==> config.mk <==
export PLATFORM = sky130hd
export DESIGN_NAME = execute_stage
export DESIGN_NICKNAME = d
export VERILOG_FILES = /design/src/hw/exec_pkg.sv /design/src/hw/alu.sv /design/src/hw/redirect_unit.sv /design/src/hw/mul_unit.sv /design/src/hw/csr_unit.sv /design/src/hw/execute_stage.sv
export SDC_FILE = /design/constraint.sdc
export NUM_CORES = 2
export LEC_CHECK = 0
export ABC_AREA = 1
export BUFFER_PORTS_ARGS = -buffer_cell sky130_fd_sc_hd__buf_2
export CORE_UTILIZATION = 50
export CTS_CLUSTER_SIZE = 28
export DETAILED_ROUTE_END_ITERATION = 16
export MAX_ROUTING_LAYER = met4
export PLACE_DENSITY = 0.74
export SLEW_MARGIN = 5
export SYNTH_ARGS = -nofsm -noshare
export SYNTH_HDL_FRONTEND = slang
export SYNTH_HIERARCHICAL = 1
export SYNTH_SLANG_ARGS = --single-unit
==> constraint.sdc <==
create_clock -name clk_i -period 26.7 [get_ports clk_i]
set_clock_uncertainty 0.15 [all_clocks]
set_input_delay 2.67 -clock clk_i [delete_from_list [all_inputs] [get_ports clk_i]]
set_output_delay 2.67 -clock clk_i [all_outputs]
set_load 0.02 [all_outputs]
==> src/hw/exec_pkg.sv <==
// Shared encodings and structs for the execute stage; an all-zero request is a bubble
`default_nettype none

package exec_pkg;

    typedef enum logic [2:0] {
        UNIT_NONE = 3'd0,  // Bubble
        UNIT_ALU  = 3'd1,
        UNIT_MUL  = 3'd2,
        UNIT_CSR  = 3'd3,
        UNIT_LSU  = 3'd4   // Address only, checked for alignment
    } unit_e;

    typedef enum logic [3:0] {
        ALU_ADD, ALU_SUB, ALU_AND, ALU_OR, ALU_XOR, ALU_SLL,
        ALU_SRL, ALU_SRA, ALU_SLT, ALU_SLTU, ALU_PASS2
    } alu_op_e;

    typedef enum logic [2:0] {
        BR_NONE, BR_EQ, BR_NE, BR_LT, BR_GE, BR_LTU, BR_GEU
    } br_cond_e;

    typedef enum logic [1:0] {
        KIND_OTHER, KIND_BRANCH, KIND_JUMP
    } instr_kind_e;

    typedef enum logic [1:0] {
        MUL_MUL, MUL_MULH, MUL_MULHSU, MUL_MULHU
    } mul_op_e;

    typedef enum logic [2:0] {
        CSR_OP_NONE, CSR_OP_RW, CSR_OP_RS, CSR_OP_RC,
        CSR_OP_RWI, CSR_OP_RSI, CSR_OP_RCI, CSR_OP_MRET
    } csr_op_e;

    typedef enum logic [1:0] {
        WB_NONE, WB_RESULT, WB_PC_PLUS4, WB_MUL
    } wb_sel_e;

    typedef struct packed {
        unit_e    unit;
        alu_op_e  alu_op;
        br_cond_e br_cond;
        mul_op_e  mul_op;
        csr_op_e  csr_op;
        wb_sel_e  wb_sel;
    } uop_t;

    // Operand 2 of a CSR instruction
    typedef union packed {
        logic [31:0] word;
        struct packed {
            logic [14:0] unused;
            logic [4:0]  zimm;
            logic [11:0] addr;
        } fields;
    } csr_operand_u;

    typedef struct packed {
        uop_t        uop;
        logic [4:0]  rd;
        logic [31:1] pc;
        logic [31:1] pc_plus4;
        logic [31:0] op1;       // Forwarded rs1 or pc
        logic [31:0] op2;       // Forwarded rs2 or immediate
        logic        cmp_lt;
        logic        cmp_ltu;
        logic        cmp_eq;
        instr_kind_e kind;
        logic        illegal;
        logic        ecall;
    } ex_req_t;

    typedef struct packed {
        wb_sel_e     wb_sel;
        logic [4:0]  rd;
        logic [31:0] result;
        logic [31:1] pc_plus4;
    } wb_t;

    typedef struct packed {
        logic        valid;
        logic [31:1] target;
    } redirect_t;

    localparam logic [31:0] CAUSE_MISALIGNED_FETCH = 32'd0;
    localparam logic [31:0] CAUSE_ILLEGAL          = 32'd2;
    localparam logic [31:0] CAUSE_MISALIGNED_LOAD  = 32'd4;
    localparam logic [31:0] CAUSE_ECALL_M          = 32'd11;

    localparam logic [11:0] CSR_MSTATUS  = 12'h300;
    localparam logic [11:0] CSR_MTVEC    = 12'h305;
    localparam logic [11:0] CSR_MSCRATCH = 12'h340;
    localparam logic [11:0] CSR_MEPC     = 12'h341;
    localparam logic [11:0] CSR_MCAUSE   = 12'h342;

endpackage

`default_nettype wire

==> src/hw/alu.sv <==
// Combinational ALU; set-less-than relies on compare flags from decode, shifts use b[4:0] only
`timescale 1ns/1ps
`default_nettype none

module alu import exec_pkg::*; (
    input  alu_op_e     op_i,
    input  logic [31:0] a_i,
    input  logic [31:0] b_i,
    input  logic        lt_i,      // Signed a < b from decode
    input  logic        ltu_i,     // Unsigned a < b from decode
    output logic [31:0] result_o
);

    logic [4:0] shamt;

    assign shamt = b_i[4:0];

    always_comb begin
        case (op_i)
            ALU_ADD: begin
                result_o = a_i + b_i;
            end
            ALU_SUB: begin
                result_o = a_i - b_i;
            end
            ALU_AND: begin
                result_o = a_i & b_i;
            end
            ALU_OR: begin
                result_o = a_i | b_i;
            end
            ALU_XOR: begin
                result_o = a_i ^ b_i;
            end
            ALU_SLL: begin
                result_o = a_i << shamt;
            end
            ALU_SRL: begin
                result_o = a_i >> shamt;
            end
            ALU_SRA: begin
                result_o = $unsigned($signed(a_i) >>> shamt);
            end
            ALU_SLT: begin
                result_o = {31'b0, lt_i};   // No second comparator here
            end
            ALU_SLTU: begin
                result_o = {31'b0, ltu_i};
            end
            ALU_PASS2: begin
                result_o = b_i;             // LUI style
            end
            default: begin
                result_o = '0;
            end
        endcase
    end

endmodule

`default_nettype wire

==> src/hw/redirect_unit.sv <==
// Branch resolution and trap detection; requests with unit NONE never redirect or trap
`timescale 1ns/1ps
`default_nettype none

module redirect_unit import exec_pkg::*; (
    input  ex_req_t     req_i,
    input  logic [31:0] sum_i,     // Target or address from the ALU
    output logic        taken_o,
    output logic        trap_o,
    output logic [31:0] cause_o
);

    logic active;
    logic cond;
    logic mis_fetch;
    logic mis_lsu;

    assign active = (req_i.uop.unit != UNIT_NONE);

    always_comb begin
        case (req_i.uop.br_cond)
            BR_EQ:   cond = req_i.cmp_eq;
            BR_NE:   cond = !req_i.cmp_eq;
            BR_LT:   cond = req_i.cmp_lt;
            BR_GE:   cond = !req_i.cmp_lt;
            BR_LTU:  cond = req_i.cmp_ltu;
            BR_GEU:  cond = !req_i.cmp_ltu;
            default: cond = 1'b0;  // Stray encodings must not redirect
        endcase
    end

    assign taken_o = active && ((req_i.kind == KIND_JUMP) ||
                                ((req_i.kind == KIND_BRANCH) && cond));

    assign mis_fetch = taken_o && sum_i[0];
    assign mis_lsu   = active && (req_i.uop.unit == UNIT_LSU) && sum_i[0];

    assign trap_o = active && (req_i.illegal || req_i.ecall || mis_fetch || mis_lsu);

    // First match wins
    always_comb begin
        if (req_i.illegal) begin
            cause_o = CAUSE_ILLEGAL;
        end else if (req_i.ecall) begin
            cause_o = CAUSE_ECALL_M;
        end else if (mis_fetch) begin
            cause_o = CAUSE_MISALIGNED_FETCH;
        end else begin
            cause_o = CAUSE_MISALIGNED_LOAD;
        end
    end

endmodule

`default_nettype wire

==> src/hw/mul_unit.sv <==
// Iterative multiplier, MUL_STEP_BITS must divide 32; done pulses in the last busy cycle
`timescale 1ns/1ps
`default_nettype none

module mul_unit import exec_pkg::*; #(
    parameter int MUL_STEP_BITS = 8
) (
    input  logic        clk_i,
    input  logic        rst_i,
    input  logic        start_i,
    input  mul_op_e     op_i,
    input  logic [31:0] a_i,
    input  logic [31:0] b_i,
    output logic        busy_o,
    output logic        done_o,
    output logic [31:0] result_o
);

    localparam int STEPS = 32 / MUL_STEP_BITS;
    localparam int CNT_W = $clog2(STEPS) + 1;

    logic             busy_q;
    logic [CNT_W-1:0] count_q;
    logic [63:0]      acc_q;
    logic [63:0]      mcand_q;     // Shifted left every step
    logic [31:0]      mplier_q;    // Shifted right every step
    logic             neg_q;
    logic             hi_q;

    logic        a_neg;
    logic        b_neg;
    logic [31:0] abs_a;
    logic [31:0] abs_b;
    logic        start;
    logic        last;
    logic [63:0] mcand_sel;
    logic [31:0] mplier_sel;
    logic [63:0] partial;
    logic [63:0] product;

    assign a_neg = (op_i != MUL_MULHU) && a_i[31];
    assign b_neg = ((op_i == MUL_MUL) || (op_i == MUL_MULH)) && b_i[31];
    assign abs_a = a_neg ? (~a_i + 32'd1) : a_i;
    assign abs_b = b_neg ? (~b_i + 32'd1) : b_i;

    assign start = start_i && !busy_q;
    assign last  = (count_q == CNT_W'(STEPS));

    // The first step is taken straight from the inputs at start
    assign mcand_sel  = busy_q ? mcand_q : {32'b0, abs_a};
    assign mplier_sel = busy_q ? mplier_q : abs_b;
    assign partial    = mcand_sel * 64'(mplier_sel[MUL_STEP_BITS-1:0]);

    always_ff @(posedge clk_i) begin
        if (rst_i) begin
            busy_q  <= 1'b0;
            count_q <= '0;
        end else if (start) begin
            busy_q  <= 1'b1;
            count_q <= CNT_W'(1);
        end else if (busy_q) begin
            if (last) begin
                busy_q <= 1'b0;
            end else begin
                count_q <= count_q + CNT_W'(1);
            end
        end
    end

    always_ff @(posedge clk_i) begin
        if (start) begin
            acc_q    <= partial;
            mcand_q  <= {32'b0, abs_a} << MUL_STEP_BITS;
            mplier_q <= abs_b >> MUL_STEP_BITS;
            neg_q    <= a_neg ^ b_neg;
            hi_q     <= (op_i != MUL_MUL);
        end else if (busy_q && !last) begin
            acc_q    <= acc_q + partial;
            mcand_q  <= mcand_q << MUL_STEP_BITS;
            mplier_q <= mplier_q >> MUL_STEP_BITS;
        end
    end

    assign product  = neg_q ? (~acc_q + 64'd1) : acc_q;
    assign result_o = hi_q ? product[63:32] : product[31:0];
    assign busy_o   = busy_q;
    assign done_o   = busy_q && last;

endmodule

`default_nettype wire

==> src/hw/csr_unit.sv <==
// Machine CSRs for an M-only core; mtvec is direct mode only and mstatus keeps just MIE and MPIE
`timescale 1ns/1ps
`default_nettype none

module csr_unit import exec_pkg::*; #(
    parameter logic [31:0] MTVEC_RESET = 32'h0000_0100
) (
    input  logic         clk_i,
    input  logic         rst_i,
    input  csr_op_e      op_i,
    input  csr_operand_u operand_i,
    input  logic [31:0]  src_i,          // rs1 value
    input  logic [31:1]  pc_i,
    input  logic         trap_i,
    input  logic [31:0]  cause_i,
    output logic [31:0]  rdata_o,
    output logic [31:1]  trap_target_o,
    output logic [31:1]  mepc_o
);

    logic        mie_q;
    logic        mpie_q;
    logic [31:2] mtvec_q;
    logic [31:0] mscratch_q;
    logic [31:1] mepc_q;
    logic [31:0] mcause_q;

    logic [11:0] addr;
    logic [31:0] src;
    logic [31:0] wdata;
    logic        we;

    assign addr = operand_i.fields.addr;

    always_comb begin
        case (addr)
            CSR_MSTATUS:  rdata_o = {24'b0, mpie_q, 3'b0, mie_q, 3'b0};
            CSR_MTVEC:    rdata_o = {mtvec_q, 2'b00};
            CSR_MSCRATCH: rdata_o = mscratch_q;
            CSR_MEPC:     rdata_o = {mepc_q, 1'b0};
            CSR_MCAUSE:   rdata_o = mcause_q;
            default:      rdata_o = '0;
        endcase
    end

    // Immediate forms take the zero-extended zimm
    assign src = ((op_i == CSR_OP_RWI) || (op_i == CSR_OP_RSI) || (op_i == CSR_OP_RCI)) ?
                 {27'b0, operand_i.fields.zimm} : src_i;

    always_comb begin
        we = 1'b1;
        case (op_i)
            CSR_OP_RW, CSR_OP_RWI: wdata = src;
            CSR_OP_RS, CSR_OP_RSI: wdata = rdata_o | src;
            CSR_OP_RC, CSR_OP_RCI: wdata = rdata_o & ~src;
            default: begin
                wdata = rdata_o;
                we    = 1'b0;
            end
        endcase
    end

    always_ff @(posedge clk_i) begin
        if (rst_i) begin
            mie_q      <= 1'b0;
            mpie_q     <= 1'b0;
            mtvec_q    <= MTVEC_RESET[31:2];
            mscratch_q <= '0;
            mepc_q     <= '0;
            mcause_q   <= '0;
        end else if (trap_i) begin
            mepc_q   <= pc_i;
            mcause_q <= cause_i;
            mpie_q   <= mie_q;
            mie_q    <= 1'b0;
        end else if (op_i == CSR_OP_MRET) begin
            mie_q  <= mpie_q;
            mpie_q <= 1'b1;
        end else if (we) begin
            case (addr)
                CSR_MSTATUS: begin
                    mie_q  <= wdata[3];
                    mpie_q <= wdata[7];
                end
                CSR_MTVEC:    mtvec_q    <= wdata[31:2];
                CSR_MSCRATCH: mscratch_q <= wdata;
                CSR_MEPC:     mepc_q     <= wdata[31:1];
                CSR_MCAUSE:   mcause_q   <= wdata;
                default:      ;            // Unknown address drops the write
            endcase
        end
    end

    assign trap_target_o = {mtvec_q, 1'b0};
    assign mepc_o        = mepc_q;

endmodule

`default_nettype wire

==> src/hw/execute_stage.sv <==
// Execute stage top; decode must hold its instruction and send bubbles while ready_o is low
`timescale 1ns/1ps
`default_nettype none

module execute_stage import exec_pkg::*; #(
    parameter int          MUL_STEP_BITS = 8,
    parameter logic [31:0] MTVEC_RESET   = 32'h0000_0100
) (
    input  logic        clk_i,
    input  logic        rst_i,
    input  ex_req_t     req_i,
    output logic        ready_o,
    output redirect_t   redirect_o,
    output logic [31:0] fwd_value_o,
    output wb_t         wb_o
);

    ex_req_t      req_g;
    alu_op_e      alu_op;
    logic [31:0]  alu_res;
    logic         taken;
    logic         trap;
    logic [31:0]  cause;
    csr_op_e      csr_op;
    csr_operand_u csr_operand;
    logic [31:0]  csr_rdata;
    logic [31:1]  trap_target;
    logic [31:1]  mepc;
    logic         is_mret;
    logic         mul_start;
    logic         mul_busy;
    logic         mul_done;
    logic [31:0]  mul_res;
    logic [31:0]  unit_res;
    wb_sel_e      req_wb_sel;

    logic [4:0]   pend_rd_q;       // Destination of the running multiply
    logic [31:1]  pend_pc4_q;
    wb_sel_e      wb_sel_q;
    logic [4:0]   wb_rd_q;
    logic [31:0]  wb_result_q;
    logic [31:1]  wb_pc4_q;

    // Requests are dropped to bubbles while the multiplier runs
    always_comb begin
        req_g = req_i;
        if (mul_busy) begin
            req_g.uop.unit = UNIT_NONE;
        end
    end

    // Targets and memory addresses always add
    assign alu_op = ((req_g.kind != KIND_OTHER) || (req_g.uop.unit == UNIT_LSU)) ?
                    ALU_ADD : req_g.uop.alu_op;

    alu u_alu (
        .op_i     (alu_op),
        .a_i      (req_g.op1),
        .b_i      (req_g.op2),
        .lt_i     (req_g.cmp_lt),
        .ltu_i    (req_g.cmp_ltu),
        .result_o (alu_res)
    );

    redirect_unit u_redirect (
        .req_i   (req_g),
        .sum_i   (alu_res),
        .taken_o (taken),
        .trap_o  (trap),
        .cause_o (cause)
    );

    assign csr_op           = (req_g.uop.unit == UNIT_CSR) ? req_g.uop.csr_op : CSR_OP_NONE;
    assign csr_operand.word = req_g.op2;

    csr_unit #(
        .MTVEC_RESET (MTVEC_RESET)
    ) u_csr (
        .clk_i         (clk_i),
        .rst_i         (rst_i),
        .op_i          (csr_op),
        .operand_i     (csr_operand),
        .src_i         (req_g.op1),
        .pc_i          (req_g.pc),
        .trap_i        (trap),
        .cause_i       (cause),
        .rdata_o       (csr_rdata),
        .trap_target_o (trap_target),
        .mepc_o        (mepc)
    );

    assign mul_start = (req_g.uop.unit == UNIT_MUL) && !trap;

    mul_unit #(
        .MUL_STEP_BITS (MUL_STEP_BITS)
    ) u_mul (
        .clk_i    (clk_i),
        .rst_i    (rst_i),
        .start_i  (mul_start),
        .op_i     (req_g.uop.mul_op),
        .a_i      (req_g.op1),
        .b_i      (req_g.op2),
        .busy_o   (mul_busy),
        .done_o   (mul_done),
        .result_o (mul_res)
    );

    always_comb begin
        case (req_g.uop.unit)
            UNIT_ALU, UNIT_LSU: unit_res = alu_res;
            UNIT_CSR:           unit_res = csr_rdata;
            default:            unit_res = '0;   // Product comes later
        endcase
    end

    assign fwd_value_o = (req_g.uop.wb_sel == WB_PC_PLUS4) ? {req_g.pc_plus4, 1'b0} : unit_res;

    assign is_mret           = (csr_op == CSR_OP_MRET) && !trap;
    assign redirect_o.valid  = trap || is_mret || taken;
    assign redirect_o.target = trap ? trap_target : (is_mret ? mepc : alu_res[31:1]);

    // Traps, bubbles and multiply issue write nothing now
    assign req_wb_sel = (trap || (req_g.uop.unit == UNIT_NONE) ||
                         (req_g.uop.unit == UNIT_MUL)) ? WB_NONE : req_g.uop.wb_sel;

    always_ff @(posedge clk_i) begin
        if (rst_i) begin
            wb_sel_q <= WB_NONE;
        end else begin
            wb_sel_q <= mul_done ? WB_MUL : req_wb_sel;
        end
    end

    always_ff @(posedge clk_i) begin
        if (mul_start) begin
            pend_rd_q  <= req_g.rd;
            pend_pc4_q <= req_g.pc_plus4;
        end
        wb_rd_q     <= mul_done ? pend_rd_q : req_g.rd;
        wb_result_q <= mul_done ? mul_res : unit_res;
        wb_pc4_q    <= mul_done ? pend_pc4_q : req_g.pc_plus4;
    end

    assign wb_o.wb_sel   = wb_sel_q;
    assign wb_o.rd       = wb_rd_q;
    assign wb_o.result   = wb_result_q;
    assign wb_o.pc_plus4 = wb_pc4_q;
    assign ready_o       = !mul_busy;

endmodule

`default_nettype wire

==> results.md <==
Global routing:
- The total grt overflow is 0.
- The first global-routing pass estimated 355 mm of wire.
- The overall global routing resource usage is 44.4%.
- Entering global routing, the biggest net connects 89 pins.
- The number of global-route vias before repair is about 57000.
- The initial antenna violation count is 8.

Clock tree:
- For this design, the sink count on the clock tree is 383.
- Post-CTS timing repair inserted 0 buffers for setup.
- TritonCTS created 48 clock buffers.
- The TritonCTS clock tree is done.
- The clock slew seen by the registers of the worst setup and hold paths is 0.06 ns.
- The maximum root-to-sink buffer count is 3.
- CTS placed an instance of sky130_fd_sc_hd__clkbuf_16 at the clock tree root.
- The number of buffers inserted for hold repair after clock tree synthesis is 0.
- The post-cts resize count is 0.
- The later-pin clock latency in the skew report is roughly 0.67 ns.
- The deepest level of the CTS H-tree is 2.

Power and ir drop:
- Power spread over the standard cell area amounts to 151 nW/um^2.
- The fraction of power consumed by the clock network is 7.9%.
- Of the total power, combinational logic draws 81.1%.
- The internal portion of the total power is 3.31 mW.
- The net switching component of the power is 5.39 mW.
- The register share of total power is a little over a tenth.
- The peak supply drop is just under 0.0002 V.
- The static leakage is 28.3 nW.
- The fraction of power spent switching nets is between 60% and 70%.
- The design draws just under 9 mW.

Placed design:
- During placement, the flow inserted port buffers numbering about 290.
- Summed over all nets, the half-perimeter wirelength after detailed placement is roughly 180 mm.
- The placer congestion estimate is 1.08.
- Summing all placed instances gives a cell area of 56100 sq um.

Synthesis:
- The sequential-to-total area share from yosys stat is between 10% and 20%.
- In the synthesized netlist, the number of instances is 8748.
- The total standard cell area after synthesis is 54100 sq um.
- A synthesized cell averages 6.18 sq um.
- During synthesis, Yosys emitted a total of 6 warnings.
- Yosys mapped a number of flops with a built-in enable equal to approximately 160.
- The number of storage elements in the synthesis netlist is 383.
- For this run, asynchronously set or reset flops after synthesis account for 0%.
- The number of library cell types mapped by synthesis is 66.
- The commonest register cell after synthesis is sky130_fd_sc_hd__dfxtp_1.

Routing:
- After detailed routing, the average wire length per cell comes to 23.5 microns.
- Using the TritonRoute via totals, the vias-per-cell ratio works out to 5.95.
- The routed layout has slightly above 60000 vias.
- Once detail routing completed, the nets flagged for antenna violations numbered 0.
- Before antenna repair, the detailed router went through 9 iterations.
- The total length of routed wires is 241 mm.
- The remaining design rule violation count is 0.
- The first routing iteration left 8383 violations.

Floorplan:
- The initial cell density of the core is about half.
- The core box area is approximately 110000 sq um.
- Measured along the x axis, the die boundary spans 331 microns.
- The floorplan has between 100 and 150 rows.
- The die outline height is 331 microns.
- The area of the die is 109000 sq um.
- During I/O placement, the number of pins put on the boundary was 292.

STA:
- The number of setup violations in the final report is 0.
- Setup repair after global routing left no endpoint under its margin.
- Headroom to the max-slew limit came out at about 7%.
- The hold violation total from the final report was 0.
- The slew at the pin closest to its max-slew limit is approximately 1.4 ns.
- For this run, the top clock speed supported by timing is 86.1 MHz.
- The total negative slack for setup checks is 0 ns.
- The max-slew violation count is 0.
- After layout, the worst path uses between 40% and 50% of the clock period.
- The shortest clock period the worst path allows after layout is 11.61 ns.

Worst setup path:
- The buffers plus inverters on the worst setup path is 8.
- The kind of critical path is primary input to register.
- STA puts the critical path data required time at 26.95 ns.
- The worst setup path is launched from a primary input.
- On the worst path, the slowest cell contributes a delay of between 0.8 and 0.9 ns.
- At the worst endpoint, the arrival time is 11.86 ns.
- The largest fanout of any net on the critical path is 40.
- The family with the most delay on the worst path is simple AND/OR/NAND/NOR gates.
- The worst setup path is captured at a register.
- The slowest stage of the critical path belongs to the cell sky130_fd_sc_hd__inv_1.
- Counting stages on the worst path, the most repeated cell is sky130_fd_sc_hd__nand2_1.

Finish:
- After filler insertion, the fill cell instance count of the layout stands at 11100.
- Cells with a size suffix above 1 make up around 7% of the layout.
- The area added between synthesis and finish is 6.85%.
- The number of nets at the end of the flow is 9578.
- The final non-filler cell area is 57800 sq um.

Run status:
- The run finished with clean final reports.

Worst hold path:
- The min-delay analysis places its worst path in the category register to register.

Run:
- The number of max-cap violations is 0.
-- cell type report --
type,instances,area (sq um),area share (%)
antenna,8,20.0,0.0347
tap,1403,1760,3.04
inverter,1208,4550,7.87
sequential,383,9250,16.0
clock buffer,58,1280,2.21
multi-input combinational,6836,38700,66.9
clock inverter,30,339,0.587
timing repair buffer,353,1920,3.33
-- cells in the mapped netlist, types with 20 or more instances --
master	count	area, sq um
sky130_fd_sc_hd__dfxtp_1	225	4500
sky130_fd_sc_hd__o21ai_1	64	320
sky130_fd_sc_hd__buf_4	47	353
sky130_fd_sc_hd__nor2_1	896	3360
sky130_fd_sc_hd__o22ai_1	38	238
sky130_fd_sc_hd__or2_2	25	156
sky130_fd_sc_hd__inv_1	1171	4400
sky130_fd_sc_hd__nor4_1	22	138
sky130_fd_sc_hd__edfxtp_1	158	4740
sky130_fd_sc_hd__nand3_1	880	4400
sky130_fd_sc_hd__o21bai_1	41	308
sky130_fd_sc_hd__nand4_1	169	1060
sky130_fd_sc_hd__nand3_2	41	410
sky130_fd_sc_hd__nand3b_1	53	398
sky130_fd_sc_hd__fa_1	350	7010
sky130_fd_sc_hd__nor2_2	21	131
sky130_fd_sc_hd__a21oi_1	493	2470
sky130_fd_sc_hd__clkbuf_1	119	447
sky130_fd_sc_hd__nand2_2	31	194
sky130_fd_sc_hd__and2_1	37	231
sky130_fd_sc_hd__inv_2	26	97.6
sky130_fd_sc_hd__nor3_1	58	290
sky130_fd_sc_hd__buf_2	136	681
sky130_fd_sc_hd__o2111ai_1	31	272
sky130_fd_sc_hd__ha_1	241	3020
sky130_fd_sc_hd__buf_1	28	105
sky130_fd_sc_hd__o21ai_0	296	1480
sky130_fd_sc_hd__nand2_1	2774	10400
sky130_fd_sc_hd__xor2_1	104	911
sky130_fd_sc_hd__o211ai_1	20	150
-- worst reg2reg max path, delay by kind of cell (launching register included) --
| family | cells | cell delay, ns |
|---|---|---|
| buffers and inverters | 13 | 5.38 |
| AO/OA/AOI/OAI | 1 | 0.10 |
| flip-flops | 1 | 0.31 |
| AND/OR/NAND/NOR | 14 | 3.41 |
-- cells in the final DEF, fill, tap and decap left out, types with 48 or more instances in the layout --
cell type / netlist / final
sky130_fd_sc_hd__a21oi_1: 493 / 493
sky130_fd_sc_hd__buf_2: 136 / 291
sky130_fd_sc_hd__buf_4: 47 / 62
sky130_fd_sc_hd__clkbuf_16: 0 / 48
sky130_fd_sc_hd__dfxtp_1: 225 / 224
sky130_fd_sc_hd__edfxtp_1: 158 / 158
sky130_fd_sc_hd__fa_1: 350 / 350
sky130_fd_sc_hd__ha_1: 241 / 241
sky130_fd_sc_hd__inv_1: 1171 / 1168
sky130_fd_sc_hd__nand2_1: 2774 / 2772
sky130_fd_sc_hd__nand3_1: 880 / 880
sky130_fd_sc_hd__nand3b_1: 53 / 53
sky130_fd_sc_hd__nand4_1: 169 / 169
sky130_fd_sc_hd__nor2_1: 896 / 892
sky130_fd_sc_hd__nor3_1: 58 / 57
sky130_fd_sc_hd__o21ai_0: 296 / 296
sky130_fd_sc_hd__o21ai_1: 64 / 64
sky130_fd_sc_hd__xor2_1: 104 / 104
-- power by group through the flow --
stage | clock, mW | combinational, mW | sequential, mW
3_3_place_gp | 0 | 6.83 | 0.955
5_1_grt | 0.715 | 7.72 | 0.953
2_1_floorplan | 0 | 4.63 | 0.917
4_1_cts | 0.694 | 6.88 | 0.943
6_report | 0.689 | 7.06 | 0.951
3_5_place_dp | 0 | 6.83 | 0.955
-- worst paths after layout --
| path | from | end | slack (ns) | cells after the start |
|---|---|---|---|---|
| worst max-delay path | req_i[7] | u_mul/acc_q[55] | 15.09 | 41 |
| worst min-delay path | pend_pc4_q[13] | wb_pc4_q[13] | 0.29 | 2 |
| worst max register to register | u_mul/busy_o | u_mul/acc_q[43] | 16.95 | 28 |
| worst min register to register | pend_pc4_q[13] | wb_pc4_q[13] | 0.29 | 2 |
-- per-stage QoR --
stage,cells,hold WS [ns],setup WS [ns],util [%]
floorplan,8775,0.265,15.84,-
global placement,10200,0.271,14.52,52.4
detailed placement,10200,0.276,14.61,52.4
CTS,10300,0.288,15.29,53.9
global route,10300,0.297,14.71,53.9
finish,10300,0.290,15.09,53.9
-- cell families after synthesis --
kind of cell | synth area share [%]
fa+ha+maj | 18.5
xor+xnor | 1.90
simple gates | 40.2
buf+inv | 11.7
compound gates | 10.6
flops | 17.1
other cells | 0.0139
mux | 0.0185
-- registers in the layout (all words and copies together), names as in the netlist, 2 cells and up --
name              flops
u_mul/mplier_q       24
pend_rd_q             5
u_mul/acc_q          64
wb_sel_q              2
u_csr/mepc_o         31
u_csr/mscratch_q     32
pend_pc4_q           31
wb_rd_q               5
u_mul/mcand_q        56
u_csr/mtvec_q        30
u_mul/count_q         3
wb_pc4_q             31
wb_result_q          32
u_csr/mcause_q       32
-- per-layer routing --
metal	wire length (microns)	share of wire, %	GRT usage (%)	vias to the layer above
li1	-	-	-	28100
met1	93500	39	56.2	28400
met2	103000	42	65.4	3898
met3	27700	11	8.37	759
met4	17600	7.3	27.1	0
met5	0	0	-	-
Note: power is estimated with default switching activity, not from simulation.
